<file path="src/hw/cpu_pkg.sv">
//////////////////////////////////////////////////////////////////////
// cpu package
// widths, opcodes, control pin fields and shared types for the
// 8-bit accumulator processor
//////////////////////////////////////////////////////////////////////

package cpu_pkg;

  //////////////////////////////////////////////////////////////////////
  // widths and sizes
  //////////////////////////////////////////////////////////////////////

  // one byte of data, register contents and pin values
  typedef logic [7:0] data_t;

  // program memory address
  typedef logic [3:0] addr_t;

  // immediate operand, also the low half of an instruction
  typedef logic [3:0] nibble_t;

  // register select
  typedef logic [1:0] reg_sel_t;

  localparam int MEM_DEPTH = 16;
  localparam int NUM_REGS  = 3;

  localparam reg_sel_t REG_A    = 2'd0;
  localparam reg_sel_t REG_B    = 2'd1;
  localparam reg_sel_t REG_C    = 2'd2;
  // selects no register
  localparam reg_sel_t REG_NONE = 2'd3;

  //////////////////////////////////////////////////////////////////////
  // instruction set
  //////////////////////////////////////////////////////////////////////

  // high nibble of an instruction, codes 12 to 15 behave as NOP
  typedef enum logic [3:0] {
    NOP    = 4'd0,
    LDA_LO = 4'd1,
    LDA_HI = 4'd2,
    LDB_LO = 4'd3,
    LDB_HI = 4'd4,
    LDC_LO = 4'd5,
    LDC_HI = 4'd6,
    ADD    = 4'd7,
    SUB    = 4'd8,
    MUL    = 4'd9,
    OUT    = 4'd10,
    IN     = 4'd11
  } opcode_e;

  typedef enum logic [1:0] {
    ALU_ADD = 2'd0,
    ALU_SUB = 2'd1,
    ALU_MUL = 2'd2
  } alu_op_e;

  // control byte on uio_in: run, mode, memory address
  localparam int RUN_BIT  = 7;
  localparam int MODE_MSB = 5;
  localparam int MODE_LSB = 4;
  localparam int ADDR_MSB = 3;
  localparam int ADDR_LSB = 0;

  localparam logic [1:0] MODE_LOAD = 2'b01;

endpackage

</file>
<file path="src/hw/cpu_ctrl_if.sv">
//////////////////////////////////////////////////////////////////////
// decoded control bundle
// register, ALU and port enables from the decoder to the datapath
//////////////////////////////////////////////////////////////////////

`timescale 1ns/100ps

interface cpu_ctrl_if
  import cpu_pkg::*;
();

  // nibble loads, one bit per register
  logic [NUM_REGS-1:0] lo_we;
  logic [NUM_REGS-1:0] hi_we;
  nibble_t             imm;

  // arithmetic into C
  logic                alu_we;
  alu_op_e             alu_op;

  // IN capture and OUT register
  logic [NUM_REGS-1:0] in_we;
  logic                out_we;
  reg_sel_t            out_sel;

  modport decoder (
    output lo_we, hi_we, imm, alu_we, alu_op, in_we, out_we, out_sel
  );

  modport datapath (
    input  lo_we, hi_we, imm, alu_we, alu_op, in_we, out_we, out_sel
  );

endinterface

</file>
<file path="src/hw/program_store.sv">
//////////////////////////////////////////////////////////////////////
// program store
// 16-byte program memory written by the host while stopped, plus
// the program counter and instruction fetch
//////////////////////////////////////////////////////////////////////

`timescale 1ns/100ps

module program_store
  import cpu_pkg::*;
(
  input  logic  clk,
  input  logic  rst,
  input  logic  run,
  input  logic  load_we,
  input  addr_t load_addr,
  input  data_t load_data,
  output data_t instr,
  output logic  instr_valid
);

  data_t mem [MEM_DEPTH];
  addr_t pc;

  //////////////////////////////////////////////////////////////////////
  // program memory
  //////////////////////////////////////////////////////////////////////

  // memory starts out cleared, host bytes land at the edge of the strobe
  always_ff @(posedge clk) begin
    if (rst) begin
      for (int i = 0; i < MEM_DEPTH; i++) begin
        mem[i] <= '0;
      end
    end else if (load_we) begin
      mem[load_addr] <= load_data;
    end
  end

  //////////////////////////////////////////////////////////////////////
  // run sampling and program counter
  //////////////////////////////////////////////////////////////////////

  always_ff @(posedge clk) begin
    if (rst) begin
      instr_valid <= 1'b0;
    end else begin
      instr_valid <= run;
    end
  end

  // counter sits at 0 while stopped so every run starts at address 0
  always_ff @(posedge clk) begin
    if (rst) begin
      pc <= '0;
    end else if (instr_valid) begin
      // 4-bit counter wraps after address 15 on its own
      pc <= pc + 1'b1;
    end else begin
      pc <= '0;
    end
  end

  // fetch is combinational from the current address
  assign instr = mem[pc];

  //////////////////////////////////////////////////////////////////////
  // checks
  //////////////////////////////////////////////////////////////////////

  // host must stop the processor before writing the program
  a_no_load_while_running : assert property (
    @(posedge clk) disable iff (rst)
      !(load_we && run)
  ) else $error("program_store: load strobe while run is high");

endmodule

</file>
<file path="src/hw/instruction_decoder.sv">
//////////////////////////////////////////////////////////////////////
// instruction decoder
// splits the fetched byte into opcode and operand and raises the
// matching register, ALU and port enables
//////////////////////////////////////////////////////////////////////

`timescale 1ns/100ps

module instruction_decoder
  import cpu_pkg::*;
(
  input  data_t            instr,
  input  logic             instr_valid,
  cpu_ctrl_if.decoder      ctrl
);

  opcode_e opcode;
  nibble_t operand;
  logic    operand_is_reg;

  assign opcode  = opcode_e'(instr[7:4]);
  assign operand = instr[3:0];

  // IN and OUT only act on A, B or C
  assign operand_is_reg = (operand < nibble_t'(NUM_REGS));

  // immediate and selects are harmless while no enable is up
  assign ctrl.imm     = operand;
  assign ctrl.out_sel = reg_sel_t'(operand[1:0]);

  always_comb begin
    ctrl.lo_we  = '0;
    ctrl.hi_we  = '0;
    ctrl.alu_we = 1'b0;
    ctrl.alu_op = ALU_ADD;
    ctrl.in_we  = '0;
    ctrl.out_we = 1'b0;

    if (instr_valid) begin
      case (opcode)
        LDA_LO: ctrl.lo_we[REG_A] = 1'b1;
        LDA_HI: ctrl.hi_we[REG_A] = 1'b1;
        LDB_LO: ctrl.lo_we[REG_B] = 1'b1;
        LDB_HI: ctrl.hi_we[REG_B] = 1'b1;
        LDC_LO: ctrl.lo_we[REG_C] = 1'b1;
        LDC_HI: ctrl.hi_we[REG_C] = 1'b1;
        ADD: begin
          ctrl.alu_we = 1'b1;
          ctrl.alu_op = ALU_ADD;
        end
        SUB: begin
          ctrl.alu_we = 1'b1;
          ctrl.alu_op = ALU_SUB;
        end
        MUL: begin
          ctrl.alu_we = 1'b1;
          ctrl.alu_op = ALU_MUL;
        end
        IN: begin
          if (operand_is_reg) begin
            ctrl.in_we[operand[1:0]] = 1'b1;
          end
        end
        OUT: begin
          ctrl.out_we = operand_is_reg;
        end
        // NOP and the unused codes 12 to 15 leave everything idle
        default: ;
      endcase
    end
  end

  // one instruction drives one kind of write, never two at once
  always_comb begin
    a_one_group : assert final (
      $countones({|ctrl.lo_we, |ctrl.hi_we, ctrl.alu_we, |ctrl.in_we, ctrl.out_we}) <= 1
    ) else $error("instruction_decoder: more than one enable group active");
  end

endmodule

</file>
<file path="src/hw/cpu_datapath.sv">
//////////////////////////////////////////////////////////////////////
// cpu datapath
// registers A, B and C, the ALU writing into C, and the output
// register behind uo_out
//////////////////////////////////////////////////////////////////////

`timescale 1ns/100ps

module cpu_datapath
  import cpu_pkg::*;
(
  input  logic          clk,
  input  logic          rst,
  cpu_ctrl_if.datapath  ctrl,
  input  data_t         in_data,
  output data_t         out_data
);

  data_t regs [NUM_REGS];
  data_t alu_result;
  data_t out_mux;

  //////////////////////////////////////////////////////////////////////
  // ALU
  //////////////////////////////////////////////////////////////////////

  // all three results are kept modulo 256
  always_comb begin
    case (ctrl.alu_op)
      ALU_ADD: alu_result = regs[REG_A] + regs[REG_B];
      ALU_SUB: alu_result = regs[REG_A] - regs[REG_B];
      ALU_MUL: alu_result = regs[REG_A] * regs[REG_B];
      default: alu_result = '0;
    endcase
  end

  //////////////////////////////////////////////////////////////////////
  // register file
  //////////////////////////////////////////////////////////////////////

  always_ff @(posedge clk) begin
    if (rst) begin
      for (int i = 0; i < NUM_REGS; i++) begin
        regs[i] <= '0;
      end
    end else begin
      for (int i = 0; i < NUM_REGS; i++) begin
        if (ctrl.in_we[i]) begin
          regs[i] <= in_data;
        end else begin
          // a nibble load leaves the other half alone
          if (ctrl.lo_we[i]) begin
            regs[i][3:0] <= ctrl.imm;
          end
          if (ctrl.hi_we[i]) begin
            regs[i][7:4] <= ctrl.imm;
          end
        end
      end
      if (ctrl.alu_we) begin
        regs[REG_C] <= alu_result;
      end
    end
  end

  //////////////////////////////////////////////////////////////////////
  // output register
  //////////////////////////////////////////////////////////////////////

  always_comb begin
    case (ctrl.out_sel)
      REG_A:   out_mux = regs[REG_A];
      REG_B:   out_mux = regs[REG_B];
      REG_C:   out_mux = regs[REG_C];
      default: out_mux = '0;
    endcase
  end

  // holds the last OUT value until the next OUT
  always_ff @(posedge clk) begin
    if (rst) begin
      out_data <= '0;
    end else if (ctrl.out_we) begin
      out_data <= out_mux;
    end
  end

  // decoder filters operands 3..15 out of OUT
  a_out_sel_valid : assert property (
    @(posedge clk) disable iff (rst)
      ctrl.out_we |-> (ctrl.out_sel != REG_NONE)
  ) else $error("cpu_datapath: OUT with no register selected");

endmodule

</file>
<file path="src/hw/cpu_top.sv">
//////////////////////////////////////////////////////////////////////
// cpu top level
// splits the control pins into run, mode and address and wires the
// program store, decoder and datapath
//////////////////////////////////////////////////////////////////////

`timescale 1ns/100ps

module cpu_top
  import cpu_pkg::*;
(
  input  logic  clk,
  input  logic  rst,
  input  data_t ui_in,
  input  data_t uio_in,
  output data_t uo_out
);

  logic  run;
  logic  load_we;
  addr_t load_addr;
  data_t instr;
  logic  instr_valid;

  // control pin fields
  assign run       = uio_in[RUN_BIT];
  assign load_we   = (uio_in[MODE_MSB:MODE_LSB] == MODE_LOAD);
  assign load_addr = uio_in[ADDR_MSB:ADDR_LSB];

  cpu_ctrl_if ctrl_if ();

  program_store u_program_store (
    .clk         (clk),
    .rst         (rst),
    .run         (run),
    .load_we     (load_we),
    .load_addr   (load_addr),
    .load_data   (ui_in),
    .instr       (instr),
    .instr_valid (instr_valid)
  );

  instruction_decoder u_instruction_decoder (
    .instr       (instr),
    .instr_valid (instr_valid),
    .ctrl        (ctrl_if.decoder)
  );

  // ui_in doubles as the IN source while running
  cpu_datapath u_cpu_datapath (
    .clk      (clk),
    .rst      (rst),
    .ctrl     (ctrl_if.datapath),
    .in_data  (ui_in),
    .out_data (uo_out)
  );

endmodule

</file>
<file path="config.mk">
export PLATFORM = sky130hd
export DESIGN_NAME = cpu_top
export DESIGN_NICKNAME = d
export VERILOG_FILES = /design/src/hw/cpu_pkg.sv /design/src/hw/cpu_ctrl_if.sv /design/src/hw/program_store.sv /design/src/hw/instruction_decoder.sv /design/src/hw/cpu_datapath.sv /design/src/hw/cpu_top.sv
export SDC_FILE = /design/constraint.sdc
export NUM_CORES = 1
export LEC_CHECK = 0
export BUFFER_PORTS_ARGS = -buffer_cell sky130_fd_sc_hd__buf_2
export CAP_MARGIN = 40
export CELL_PAD_IN_SITES_DETAIL_PLACEMENT = 0
export CELL_PAD_IN_SITES_GLOBAL_PLACEMENT = 1
export CORE_UTILIZATION = 45
export DETAILED_ROUTE_END_ITERATION = 10
export PLACE_DENSITY_LB_ADDON = 0.1
export REMOVE_ABC_BUFFERS = 1
export SYNTH_ARGS = -nofsm -noshare
export SYNTH_HDL_FRONTEND = slang
export SYNTH_SLANG_ARGS = --single-unit
</file>
<file path="constraint.sdc">
create_clock -name clk -period 6.71 [get_ports clk]
set_input_delay 1.0065 -clock clk [delete_from_list [all_inputs] [get_ports clk]]
set_output_delay 1.0065 -clock clk [all_outputs]
set_load 0.03 [all_outputs]
</file>
Yosys cells after proc, flatten, opt, wreduce, memory -nomap -nowiden
Memories as Yosys holds them, arrays and structs flattened. A register that Yosys moved wholly into a read port is not among the register bits.
Index checks and enable logic that the tools add are counted.
Storage, ports and cells
  register bits: 13
  memory bits (writable): 152
  logic and storage cells: 123
  memories: 2
Memories
  u_program_store.mem: depth 16, width 8, read ports 1, clocked after Yosys merged registers in 1, wr ports 16, line program_store.sv:22  | data_t mem [MEM_DEPTH];
  u_cpu_datapath.regs: depth 3, width 8, read ports 3, clocked after Yosys merged registers in 0, wr ports 3, line cpu_datapath.sv:19  | data_t regs [NUM_REGS];
Operators by class
  add/sub/neg operators: 3
  multipliers: 1
  order comparisons: 3
  equality and inequality tests: 16
  multiplexer cells: 77
  bitwise logic cells: 12
  reduce and logical (&&, ||, !) cells: 6
Operator list (count)
  2-to-1 mux 1 bit: 53
  case mux 8 bit (3 select lines): 2
  2-to-1 mux 4 bit: 10
  2-to-1 mux 8 bit: 4
  equality test 4 x 3 -> 1 bit (second input constant): 4
  equality test 4 bit (second input constant): 4
  2-to-1 mux 3 bit: 5
  OR 1 bit: 11
  adder 8 bit: 1
  equality test 4 x 2 -> 1 bit (second input constant): 2
  multiplier 8 x 8 -> 8 bit: 1
  OR reduction 8 bit: 1
  subtractor 8 bit: 1
  equality test 2 x 1 -> 1 bit (second input constant): 3
  adder 4 x 1 -> 4 bit (second input constant): 1
  equality test 2 bit (second input constant): 2
  equality test 4 x 1 -> 1 bit (second input constant): 1
  logical NOT 2 bit: 2
  less-than comparator 4 x 2 -> 1 bit (second input constant): 1
  case mux 2 bit (2 select lines): 1
  less-than comparator 2 x 3 -> 1 bit (second input constant): 1
  OR reduction 3 bit: 1
  demux 1 bit (select 2 bit): 1
  greater-or-equal comparator 2 x 1 -> 1 bit (second input constant): 1
  other kinds (4): 4

Longest topological paths before layout
  depth after elaboration: 13
  depth in mapped cells: 19
  mapped depth without buffers: 17

Hierarchy
A second synthesis with hierarchy kept.
Unflattened totals
  cell total of the unflattened synthesis: 801
  area total of the unflattened synthesis: 9446.6 um^2
Modules (own cells, without submodules)
  program_store: times used 1, cells an instance 426, area each 6133.4 um^2
  cpu_datapath: times used 1, cells an instance 345, area each 3101.7 um^2
  instruction_decoder: times used 1, cells an instance 29, area each 197.7 um^2
  cpu_top: times used 1, cells an instance 1, area each 13.8 um^2

Worst setup path before layout
Ideal clock, no wire load.
  path type: reg-to-reg
  from: register u_program_store.pc[1] (netlist name)
  to: memory u_cpu_datapath.regs[2][7] (netlist name) (data pin)
  setup time: 0.254 ns
  arrival: 3.993 ns
  required time: 6.456 ns
  setup slack: 2.463 ns
  cell stages (with the launch flop): 18
  path buffers: 2
  cell sequence: dfxtp_1 buf_6 buf_6 mux4_2 mux2_4 nor3b_2 o21ai_1 nor3_1 mux2i_1 ha_1 nor2b_1 o21ai_0 a21oi_1 o41ai_1 xnor2_1 xnor2_1 o21ai_0 a21o_1
RTL lines (line)
  to (decl): cpu_datapath.sv:19

==> run_results.csv <==
group,metric,value,unit
clock_tree,clock_path_buffers,2,
final_layout,final_area,10200,µm²
die,core-area,20300,µm²
global_route,grtUsageTotal,23.5,%
synth,synth_seq_area_share,51.7,%
pwr,p_leak,3.59,nW
die,die-height,146,µm
synth,synth_compound_area_share,8.19,%
die,die_area,21300,µm²
synth,ys.flop_type,"edfxtp_1",
pwr,peakVddDrop,0.165,mV
pwr,p_per_area,231,nW/µm²
detailed_routing,drt.antenna.violating_nets,0,
die,io_pins,26,
clock_tree,postCtsSetupBuffers,0,
final_layout,synthToLayoutAreaGrowth,9.78,%
synth,synth_area,9320,µm²
clock_tree,post_cts_resized,0,
global_route,overflow,0,
final_layout,nFillCells,1836,
critical_path,worstSetupStartpointType,"flip-flop",
final_layout,post-route-util,50.4,%
critical_path,crit_arrival,5.51,ns
detailed_routing,vias_per_cell,5.89,
critical_path,worst_setup_path_end_kind,"flip-flop",
clock_tree,numCtsBuffers,17,
die,die_w,146,µm
global_route,grt_pass1_vias,6557,
timing,finalCriticalPeriod,5.34,ns
timing,hold_violations,0,
synth,synth-simple-area-share,15.0,%
timing,finalSetupViolations,0,
clock_tree,htreeDepth,4,
synth,postSynthAreaPerCell,11.8,µm²
synth,synth_xor_xnor_area_share,2.91,%
clock_tree,clock_latency,0.43,ns
final_layout,register_area,4830,µm²
synth,synthAdderAreaFrac,6.28,%
synth,synth-seq-cells,165,
critical_path,critPathRequiredTime,6.88,ns
synth,synth_top_family_by_area,"simple AND/OR/NAND/NOR gates",
timing,holdWs,0.498,ns
die,start_util,45.9,%
detailed_routing,vias,6369,
placement,dpl.hpwl,16100,µm
critical_path,worstSetupPathType,"reg2reg",
timing,rsz0062_at_grt,"false",
synth,synth_cells,793,
final_layout,final_cell_mix,"edfxtp_1 (152), nor3_1 (102), mux2i_1 (45)",
critical_path,rr_startpoint,"u_program_store.pc[2]$_SDFF_PP0_",
timing,worstMarginPinSlew,0.888,ns
hold_path,min_from,"u_cpu_datapath.out_data[5]$_SDFFE_PP0P_",
detailed_routing,drtIter0Drc,380,
final_layout,final_common_cell,"edfxtp_1",
synth,synth-edff-count,152,
clock_tree,cts_hold_buf,0,
placement,numPortBuffers,24,
global_route,antenna_found_initial,0,
timing,max_freq,187,MHz
timing,fin_skew,0.0153,ns
critical_path,reg2reg_setup_slack,1.37,ns
synth,yosys_warnings,0,
timing,setup_tns,0,ns
detailed_routing,drc,0,
run_status,status,"completed",
synth,async_reset_ff_share,0,%
clock_tree,root_buffer,"clkbuf_16",
clock_tree,cts.sinks,165,
hold_path,holdPathStages,2,
timing,max-slew-margin-rel,40.6,%
critical_path,reg2reg_depth,16,
synth,synth_cell_types,66,
placement,gp_congestion,0.820,
critical_path,cp_max_fo,14,
clock_tree,cts_tree,"built",
synth,synth.area.mux_share,10.7,%
timing,drv_slew,0,
placement,placed_area,9700,µm²
global_route,grt_max_degree,39,
global_route,grt_pass1_wl,37500,µm
final_layout,multi_input_area,4020,µm²
final_layout,drive_gt1_share,16.3,%
detailed_routing,wl_per_cell,21.9,µm
detailed_routing,firstDrtPassIters,5,
run,maxCapViolations,0,
final_layout,final_nets,856,
clock_tree,cts.clk_slew.worst_paths,0.06,ns
timing,period_share,79.6,%
critical_path,timing.rr.end,"u_cpu_datapath.regs[2][7]$_DFFE_PP_",
hold_path,hold_path.class,"reg2reg",
final_layout,insertedDiodeCount,0,
detailed_routing,wl,23700,µm
hold_path,holdPathEnd,"u_cpu_datapath.out_data[5]$_SDFFE_PP0P_",
die,fp-row-count,52,
==> layout make-up <==
class                      instances  area share, %
multi-input combinational        513           39.2
clock inverter                    14           1.00
tap                              270           3.30
clock buffer                      18           4.19
sequential                       165           47.1
timing repair buffer              53           3.32
inverter                          49           1.80
==> metal layers <==
metal	up-vias	part of all wire, %	track usage (%)
li1	2975	-	-
met1	3196	42	29.4
met2	167	51	40.3
met3	31	4.3	4.80
met4	0	2.3	8.37
met5	-	0	0
==> power breakdown <==
part | internal, mW | switching (mW)
logic | 0.0983 | 0.176
clock network | 0.478 | 0.417
registers | 1.17 | 0.0252
==> critical path: stages, from the launching register on <==
cell and delay (ns):
dfxtp_1 0.60, nor2b_1 0.69, a221oi_1 0.31, o21ai_0 0.24, nand3_1 0.45, nor3_1 0.37, buf_4 0.20, mux2i_1 0.30
ha_1 0.28, nor2b_1 0.12, o21ai_0 0.23, a21oi_1 0.14, o41ai_1 0.43, xnor2_1 0.18, nor4_1 0.22, a211oi_1 0.10
a21o_1 0.22
==> cell usage after synthesis (all sizes together) (5+ instances only) <==
| library cell | count | area [µm²] |
|---|---|---|
| o221ai | 5 | 68.8 |
| edfxtp | 152 | 4560 |
| clkbuf | 46 | 173 |
| fa | 13 | 260 |
| dfxtp | 13 | 260 |
| a22oi | 5 | 42.5 |
| a211oi | 11 | 125 |
| xnor2 | 27 | 236 |
| a21oi | 14 | 81.3 |
| nand3 | 5 | 25.0 |
| nor4 | 32 | 200 |
| clkinv | 8 | 30.0 |
| nand2b | 8 | 50.1 |
| nor3 | 103 | 527 |
| mux2i | 45 | 450 |
| mux4 | 22 | 495 |
| and2 | 17 | 106 |
| a221oi | 10 | 87.6 |
| nor2b | 5 | 31.3 |
| ha | 26 | 325 |
| o22ai | 8 | 50.1 |
| nand2 | 43 | 164 |
| buf | 20 | 129 |
| inv | 41 | 154 |
| o21ai | 28 | 148 |
| nor2 | 44 | 165 |
==> stage by stage <==
step	setup WS (ns)	total power, mW	std cells
after floorplan	1.21	1.39	727
after global placement	1.49	1.49	1046
after detailed placement	1.38	1.49	1050
after CTS	1.33	2.38	1082
after global routing	0.861	2.45	1082
final	1.37	2.37	1082
==> how the worst max path moves through the flow <==
stage	start	slack, ns	end
after detailed placement	u_program_store.pc[2]$_SDFF_PP0_	1.38	u_cpu_datapath.regs[2][7]$_DFFE_PP_
after global routing	u_program_store.pc[2]$_SDFF_PP0_	0.86	u_cpu_datapath.regs[2][7]$_DFFE_PP_
after global placement	u_program_store.pc[2]$_SDFF_PP0_	1.49	u_cpu_datapath.regs[2][7]$_DFFE_PP_
after CTS	u_program_store.pc[2]$_SDFF_PP0_	1.33	u_cpu_datapath.regs[2][7]$_DFFE_PP_
after floorplan	u_program_store.pc[0]$_SDFF_PP0_	1.21	u_cpu_datapath.regs[2][7]$_DFFE_PP_
final	u_program_store.pc[2]$_SDFF_PP0_	1.37	u_cpu_datapath.regs[2][7]$_DFFE_PP_
==> logic make-up (layout without fill, tap and decap cells) <==
| kind of cell | Yosys count | after routing |
|---|---|---|
| AOI/OAI and AO/OA | 100 | 100 |
| and+or+nand+nor | 272 | 272 |
| DFF | 165 | 165 |
| xor gates and xnor gates | 31 | 31 |
| buffers and inverters | 115 | 134 |
| muxes | 71 | 71 |
| adders and majority gates | 39 | 39 |
==> sequential cells by signal, indices dropped and copies added, names as in the netlist <==
signal,flops
u_cpu_datapath.out_data,8
u_cpu_datapath.regs,24
u_program_store.instr_valid,1
u_program_store.mem,128
u_program_store.pc,4
Power figures use the tool's default switching activity.
